==> config.mk <==
export PLATFORM = sky130hd
export DESIGN_NAME = board_top
export DESIGN_NICKNAME = d
export VERILOG_FILES = /design/src/hw/types_amba_pkg.sv /design/src/hw/types_board_pkg.sv /design/src/hw/apb_slv_mux.sv /design/src/hw/apb_prci.sv /design/src/hw/apb_gpio.sv /design/src/hw/board_top.sv
export VERILOG_INCLUDE_DIRS = /design/src /design/src/hw
export SDC_FILE = /design/constraint.sdc
export NUM_CORES = 1
export LEC_CHECK = 0
export CORE_ASPECT_RATIO = 0.5
export CORE_MARGIN = 5
export CORE_UTILIZATION = 45
export DETAILED_ROUTE_END_ITERATION = 6
export DONT_BUFFER_PORTS = 1
export GPL_ROUTABILITY_DRIVEN = 0
export PLACE_DENSITY = 0.68
export SYNTH_ARGS = -nofsm -noshare
export SYNTH_HDL_FRONTEND = slang
export SYNTH_HIERARCHICAL = 1
export SYNTH_SLANG_ARGS = --single-unit
==> constraint.sdc <==
create_clock -name i_clk -period 3.9 [get_ports i_clk]
set_clock_uncertainty 0.15 [all_clocks]
set_input_delay 0.39 -clock i_clk [delete_from_list [all_inputs] [get_ports i_clk]]
set_output_delay 0.39 -clock i_clk [all_outputs]
set_load 0.005 [all_outputs]
==> src/hw/board_defines.svh <==
// Board-wide widths, address map, register offsets and reset timing, included by RTL and testbench
`ifndef BOARD_DEFINES_SVH
`define BOARD_DEFINES_SVH

// Pins on the GPIO header
`define CFG_GPIO_WIDTH 12

// Cycles both locks must hold before system reset is released
`define PRCI_LOCK_CYCLES 16

// APB bus widths
`define APB_ADDR_WIDTH 32
`define APB_DATA_WIDTH 32

// Slot select sits just above the register offset
`define APB_OFFSET_WIDTH 12
`define APB_SLOT_WIDTH 4

// Slot values in address bits 15..12
`define APB_SLOT_PRCI 4'h0
`define APB_SLOT_GPIO 4'h1

// PRCI registers
`define PRCI_REG_STATUS 12'h000
`define PRCI_REG_SWRESET 12'h004

// GPIO registers
`define GPIO_REG_DIR 12'h000
`define GPIO_REG_OUT 12'h004
`define GPIO_REG_IN 12'h008

`endif

==> src/hw/types_amba_pkg.sv <==
// APB request and response types shared by the external master, the multiplexer and every slave
`default_nettype none

`include "board_defines.svh"

package types_amba_pkg;

  // Plain bus vectors
  typedef logic [`APB_ADDR_WIDTH-1:0] apb_addr_t;
  typedef logic [`APB_DATA_WIDTH-1:0] apb_data_t;

  // Address fields seen by the decoder and the register blocks
  typedef logic [`APB_SLOT_WIDTH-1:0] apb_slot_t;
  typedef logic [`APB_OFFSET_WIDTH-1:0] apb_offset_t;

  // Master to slave
  typedef struct packed {
    apb_addr_t paddr;
    logic psel;
    logic penable;
    logic pwrite;
    apb_data_t pwdata;
  } apb_in_type;

  // Slave to master, prdata only meaningful with pready
  typedef struct packed {
    apb_data_t prdata;
    logic pready;
    logic pslverr;
  } apb_out_type;

endpackage : types_amba_pkg

`default_nettype wire

==> src/hw/types_board_pkg.sv <==
// Board control types for the GPIO pins and the reset controller, used by RTL and testbench
`default_nettype none

`include "board_defines.svh"

package types_board_pkg;

  // One bit per GPIO pin
  typedef logic [`CFG_GPIO_WIDTH-1:0] gpio_word_t;

  // Reset sequencing states
  typedef enum logic [1:0] {
    PRCI_POWER_RESET = 2'd0,
    PRCI_WAIT_LOCK = 2'd1,
    PRCI_RUN = 2'd2
  } prci_state_t;

  // STATUS register layout, sys_locked lands in bit 0
  typedef struct packed {
    logic sys_rst;
    logic ddr_locked;
    logic sys_locked;
  } prci_status_t;

endpackage : types_board_pkg

`default_nettype wire

==> src/hw/apb_slv_mux.sv <==
// Combinational APB decoder that steers the external master to the PRCI or GPIO slave by address
`timescale 1ns/10ps
`default_nettype none

`include "board_defines.svh"

module apb_slv_mux (
  input wire types_amba_pkg::apb_in_type i_apbi,
  output types_amba_pkg::apb_out_type o_apbo,
  output types_amba_pkg::apb_in_type o_prci_apbi,
  input wire types_amba_pkg::apb_out_type i_prci_apbo,
  output types_amba_pkg::apb_in_type o_gpio_apbi,
  input wire types_amba_pkg::apb_out_type i_gpio_apbo
);

  types_amba_pkg::apb_slot_t slot;
  logic access;

  // Slot field sits right above the register offset
  assign slot = i_apbi.paddr[`APB_OFFSET_WIDTH +: `APB_SLOT_WIDTH];
  assign access = i_apbi.psel & i_apbi.penable;

  // Request side, only the chosen slave sees psel
  always_comb begin
    o_prci_apbi = i_apbi;
    o_gpio_apbi = i_apbi;
    o_prci_apbi.psel = i_apbi.psel & (slot == `APB_SLOT_PRCI);
    o_gpio_apbi.psel = i_apbi.psel & (slot == `APB_SLOT_GPIO);
  end

  // Response side
  always_comb begin
    case (slot)
      `APB_SLOT_PRCI: begin
        o_apbo = i_prci_apbo;
      end
      `APB_SLOT_GPIO: begin
        o_apbo = i_gpio_apbo;
      end
      default: begin
        // Unmapped slot completes at once with an error
        o_apbo.prdata = '0;
        o_apbo.pready = access;
        o_apbo.pslverr = access;
      end
    endcase
  end

endmodule : apb_slv_mux

`default_nettype wire

==> src/hw/apb_prci.sv <==
// Reset controller that holds system reset until both locks are stable, with an APB status port
`timescale 1ns/10ps
`default_nettype none

`include "board_defines.svh"

module apb_prci (
  input wire i_clk,
  input wire i_reset,
  input wire i_dmireset,
  input wire i_sys_locked,
  input wire i_ddr_locked,
  output logic o_sys_rst,
  output logic o_dbg_rst,
  input wire types_amba_pkg::apb_in_type i_apbi,
  output types_amba_pkg::apb_out_type o_apbo
);

  localparam int LOCK_CNT_W = $clog2(`PRCI_LOCK_CYCLES + 1);
  localparam int STATUS_W = $bits(types_board_pkg::prci_status_t);

  typedef logic [LOCK_CNT_W-1:0] lock_cnt_t;

  types_board_pkg::prci_state_t state;
  types_board_pkg::prci_status_t status;
  types_amba_pkg::apb_offset_t offset;
  lock_cnt_t lock_cnt;
  logic sys_rst_q;
  logic dbg_rst_q;
  logic access;
  logic sw_req;
  logic both_locked;
  logic force_rst;

  assign offset = i_apbi.paddr[`APB_OFFSET_WIDTH-1:0];
  assign access = i_apbi.psel & i_apbi.penable;

  // Software reset request lands on the edge ending the access cycle
  assign sw_req = access & i_apbi.pwrite & (offset == `PRCI_REG_SWRESET) & i_apbi.pwdata[0];

  assign both_locked = i_sys_locked & i_ddr_locked;
  assign force_rst = ~both_locked | i_dmireset | sw_req;

  // Debug reset just follows power-on reset by one edge
  always_ff @(posedge i_clk) begin
    dbg_rst_q <= i_reset;
  end

  always_ff @(posedge i_clk) begin
    if (i_reset) begin
      state <= types_board_pkg::PRCI_POWER_RESET;
      lock_cnt <= '0;
      sys_rst_q <= 1'b1;
    end else begin
      case (state)
        types_board_pkg::PRCI_POWER_RESET: begin
          state <= types_board_pkg::PRCI_WAIT_LOCK;
          lock_cnt <= force_rst ? '0 : lock_cnt + lock_cnt_t'(1);
        end
        types_board_pkg::PRCI_WAIT_LOCK: begin
          // Any glitch on the locks restarts the hold time
          if (force_rst) begin
            lock_cnt <= '0;
          end else if (lock_cnt == lock_cnt_t'(`PRCI_LOCK_CYCLES)) begin
            state <= types_board_pkg::PRCI_RUN;
            sys_rst_q <= 1'b0;
          end else begin
            lock_cnt <= lock_cnt + lock_cnt_t'(1);
          end
        end
        types_board_pkg::PRCI_RUN: begin
          if (force_rst) begin
            state <= types_board_pkg::PRCI_WAIT_LOCK;
            lock_cnt <= '0;
            sys_rst_q <= 1'b1;
          end
        end
        default: begin
          state <= types_board_pkg::PRCI_POWER_RESET;
          lock_cnt <= '0;
          sys_rst_q <= 1'b1;
        end
      endcase
    end
  end

  // Live lock inputs plus the current reset output
  always_comb begin
    status.sys_locked = i_sys_locked;
    status.ddr_locked = i_ddr_locked;
    status.sys_rst = sys_rst_q;
  end

  // Zero wait states, unknown offsets read zero without error
  always_comb begin
    o_apbo = '0;
    o_apbo.pready = access;
    if (access && !i_apbi.pwrite && (offset == `PRCI_REG_STATUS)) begin
      o_apbo.prdata[STATUS_W-1:0] = status;
    end
  end

  assign o_sys_rst = sys_rst_q;
  assign o_dbg_rst = dbg_rst_q;

endmodule : apb_prci

`default_nettype wire

==> src/hw/apb_gpio.sv <==
// GPIO controller with direction, output and synchronized input registers on an APB slave port
`timescale 1ns/10ps
`default_nettype none

`include "board_defines.svh"

module apb_gpio (
  input wire i_clk,
  input wire i_reset,
  input wire types_board_pkg::gpio_word_t i_gpio,
  output types_board_pkg::gpio_word_t o_gpio,
  output types_board_pkg::gpio_word_t o_gpio_oe,
  input wire types_amba_pkg::apb_in_type i_apbi,
  output types_amba_pkg::apb_out_type o_apbo
);

  types_board_pkg::gpio_word_t dir_q;
  types_board_pkg::gpio_word_t out_q;
  types_board_pkg::gpio_word_t sync_q;
  types_board_pkg::gpio_word_t in_q;
  types_board_pkg::gpio_word_t wr_word;
  types_amba_pkg::apb_offset_t offset;
  logic access;
  logic wr_en;

  assign offset = i_apbi.paddr[`APB_OFFSET_WIDTH-1:0];
  assign access = i_apbi.psel & i_apbi.penable;
  assign wr_en = access & i_apbi.pwrite;
  assign wr_word = i_apbi.pwdata[`CFG_GPIO_WIDTH-1:0];

  // Pin drive registers, held clear while the system is in reset
  always_ff @(posedge i_clk) begin
    if (i_reset) begin
      dir_q <= '0;
      out_q <= '0;
    end else if (wr_en) begin
      if (offset == `GPIO_REG_DIR) begin
        dir_q <= wr_word;
      end
      if (offset == `GPIO_REG_OUT) begin
        out_q <= wr_word;
      end
    end
  end

  // Two flops against metastability on the pads
  always_ff @(posedge i_clk) begin
    sync_q <= i_gpio;
    in_q <= sync_q;
  end

  always_comb begin
    o_apbo = '0;
    o_apbo.pready = access;
    if (access && !i_apbi.pwrite) begin
      case (offset)
        `GPIO_REG_DIR: o_apbo.prdata[`CFG_GPIO_WIDTH-1:0] = dir_q;
        `GPIO_REG_OUT: o_apbo.prdata[`CFG_GPIO_WIDTH-1:0] = out_q;
        `GPIO_REG_IN: o_apbo.prdata[`CFG_GPIO_WIDTH-1:0] = in_q;
        default: o_apbo.prdata = '0;
      endcase
    end
  end

  // A set DIR bit enables the output buffer
  assign o_gpio_oe = dir_q;
  assign o_gpio = out_q;

endmodule : apb_gpio

`default_nettype wire

==> src/hw/board_top.sv <==
// Board control top level joining the APB decoder, the reset controller and the GPIO block
`timescale 1ns/10ps
`default_nettype none

module board_top (
  input wire i_clk,
  input wire i_reset,
  input wire i_dmireset,
  input wire i_sys_locked,
  input wire i_ddr_locked,
  input wire types_amba_pkg::apb_in_type i_apbi,
  output types_amba_pkg::apb_out_type o_apbo,
  input wire types_board_pkg::gpio_word_t i_gpio,
  output types_board_pkg::gpio_word_t o_gpio,
  output types_board_pkg::gpio_word_t o_gpio_oe,
  output logic o_sys_rst,
  output logic o_dbg_rst
);

  // Per-slave APB links
  types_amba_pkg::apb_in_type prci_apbi;
  types_amba_pkg::apb_out_type prci_apbo;
  types_amba_pkg::apb_in_type gpio_apbi;
  types_amba_pkg::apb_out_type gpio_apbo;

  apb_slv_mux i_apb_slv_mux (
    .i_apbi(i_apbi),
    .o_apbo(o_apbo),
    .o_prci_apbi(prci_apbi),
    .i_prci_apbo(prci_apbo),
    .o_gpio_apbi(gpio_apbi),
    .i_gpio_apbo(gpio_apbo)
  );

  // Lock pins stand in for the PLL and DDR calibration status
  apb_prci i_apb_prci (
    .i_clk(i_clk),
    .i_reset(i_reset),
    .i_dmireset(i_dmireset),
    .i_sys_locked(i_sys_locked),
    .i_ddr_locked(i_ddr_locked),
    .o_sys_rst(o_sys_rst),
    .o_dbg_rst(o_dbg_rst),
    .i_apbi(prci_apbi),
    .o_apbo(prci_apbo)
  );

  // GPIO lives in the system reset domain
  apb_gpio i_apb_gpio (
    .i_clk(i_clk),
    .i_reset(o_sys_rst),
    .i_gpio(i_gpio),
    .o_gpio(o_gpio),
    .o_gpio_oe(o_gpio_oe),
    .i_apbi(gpio_apbi),
    .o_apbo(gpio_apbo)
  );

endmodule : board_top

`default_nettype wire

==> impl_metrics.tcl <==
set metrics [dict create \
    ctsResizeCount 0 \
    clock_path_buffers 2 \
    dieArea_sq_um 10500 \
    cts-root-buf "clkbuf_16" \
    cp.arrival_ps 2320 \
    first_pass_iters 6 \
    irDropWorstVdd_uv 298 \
    hold_class "in -> reg" \
    syn_avg_cell_area_sq_um 8.84 \
    cpLargestDelayFamily "simple AND/OR/NAND/NOR gates" \
    reg2reg_slack_ps 2230 \
    slew_viol_final 0 \
    hold_violations 0 \
    final_common_cell "mux2i_1" \
    pin_count 144 \
    diodes 0 \
    endpoint_kind "primary output" \
    grt_first_pass_wirelength_mm 11.7 \
    route.detailed.drc 0 \
    rows 23 \
    timing.rr.start "i_apb_prci/o_sys_rst" \
    grt_usage_pct 14.2 \
    synth_area_sq_um 3790 \
    htree_num_levels 3 \
    rsz0062_at_grt "false" \
    worst-path-stages 8 \
    grt_util_met2_pct 22.3 \
    slew_headroom_pct 30.9 \
    dr_total_vias 2347 \
    first_global_vias 2236 \
    finalPower_w 0.00145 \
    fin_cells 506 \
    slowest_stage "or4bb_1" \
    critPathMaxFanout 12 \
    final_cell_mix "mux2i_1, dfxtp_1, conb_1" \
    cts_inserted_buffers 9 \
    cts_sinks 57 \
    area_delta_synth_final_pct -1.19 \
    totalWireLength_mm 7.37 \
    clkLatencyLatePin_ps 320 \
    yosys_warnings 6 \
    max_freq_ghz 0.350 \
    setup.worst_path.start "i_apbi[48]" \
    nets 475 \
    cp-start-kind "input pin" \
    power.density_nw_per_um2 388 \
    crit_type "in -> out" \
    crit_required_ps 3360 \
    dieHeight_um 74.9 \
    r2r-end "i_apb_prci/o_sys_rst" \
    busiest_layer "met2" \
    drv_cap 0 \
    cts_tree "yes" \
    die_w_um 140 \
    overflow 0 \
    clk_pin_slew_ps 50 \
    drtIter0Drc 147 \
    crit_buf_inv 1 \
    synth_cells 429 \
    antenna_found_initial 0 \
    cp_cell_sequence "nor3_1, and3_1, or4bb_1, nor4b_2, buf_4, a21boi_0, mux2i_1, nor2_1" \
    status "finished clean" \
    layout_min_cycle_time_ps 2860 \
    finalSetupViolCount 0 \
    hold_depth 1 \
    wl_per_cell_um 14.6 \
    hpwl_mm 5.29 \
    initial_core_util_pct 46.7 \
    grt_max_degree 41 \
    tightest_slew_ps 1040 \
    core_area_sq_um 8120 \
    nFillCells 764 \
    layout-drive-gt1-share_pct 10.9 \
    dp.cells 477 \
    vias_per_cell 4.64 \
    port-buffer-count 0 \
    setup-tns-final_ps 0 \
    grt_use_met3_pct 5.01 \
    period_share_pct 73.3 \
    p_leak_nw 1.56 \
    ant_nets 0 \
    max_stage_delay_ps 590 \
    ff2ff_path_depth 3 \
    gr-usage-met1_pct 19.0 \
    crit_path_end "o_apbo[13]" \
]
area by class of cell:
class                      count  area [sq um]  area share, %
clock buffer                  10           239           6.38
clock inverter                 6          67.6           1.80
inverter                       5          18.8          0.501
multi-input combinational    300          1990           53.1
sequential                    57          1140           30.5
tap                          112           140           3.74
timing repair buffer          16           153           4.07
report_power, final:
group	internal (W)	total (W)	switching [W]
registers	0.000598	0.000603	0.00000500
logic	0.0000381	0.0000700	0.0000319
clock network	0.000512	0.000781	0.000269
metal layers:
metal  vias up  wire, um
met5         -         0
met3         5       427
li1       1209         -
met4         0        53
met2        60      3340
met1      1073      3550
flip-flops by register name (all words and copies together) (netlist names):
| register | count |
|---|---|
| i_apb_gpio/in_q | 12 |
| i_apb_gpio/o_gpio | 12 |
| i_apb_gpio/o_gpio_oe | 12 |
| i_apb_gpio/sync_q | 12 |
| i_apb_prci/lock_cnt | 5 |
| i_apb_prci/state | 2 |
| i_apb_prci/o_dbg_rst | 1 |
| i_apb_prci/o_sys_rst | 1 |
how the worst min path moves through the flow:
stage                     endpoint                  from  slack, ps
6_report       i_apb_prci/state[0]               i_reset         20
5_1_grt        i_apb_prci/state[0]               i_reset          5
4_1_cts        i_apb_prci/state[0]               i_reset         10
3_5_place_dp    i_apb_gpio/in_q[9]  i_apb_gpio/sync_q[9]        160
3_3_place_gp    i_apb_gpio/in_q[3]  i_apb_gpio/sync_q[3]        160
2_1_floorplan   i_apb_gpio/in_q[0]  i_apb_gpio/sync_q[0]        160
stage by stage:
step	worst slack (ps)	hold slack (ps)	instance area, sq um	util [%]
finish	1040	21.4	3750	46.2
floorplan	847	160	3980	-
detailed placement	1060	163	3310	40.8
global route	887	4.92	3750	46.2
global placement	1020	160	3310	40.8
CTS	1040	9.63	3750	46.2
worst register-to-register path, delay by kind of cell, from the launching register on:
kind / cells / cell delay, ps
flip-flops: 1 / 640
AND/OR/NAND/NOR: 1 / 450
AO/OA/AOI/OAI: 2 / 310
timing repair:
item,in CTS,in global routing
buffers inserted,0,0
endpoints found under the setup margin,0,0
hold buffers,13,0
hold endpoints to repair,13,0
(Power assumes the default switching activity.)
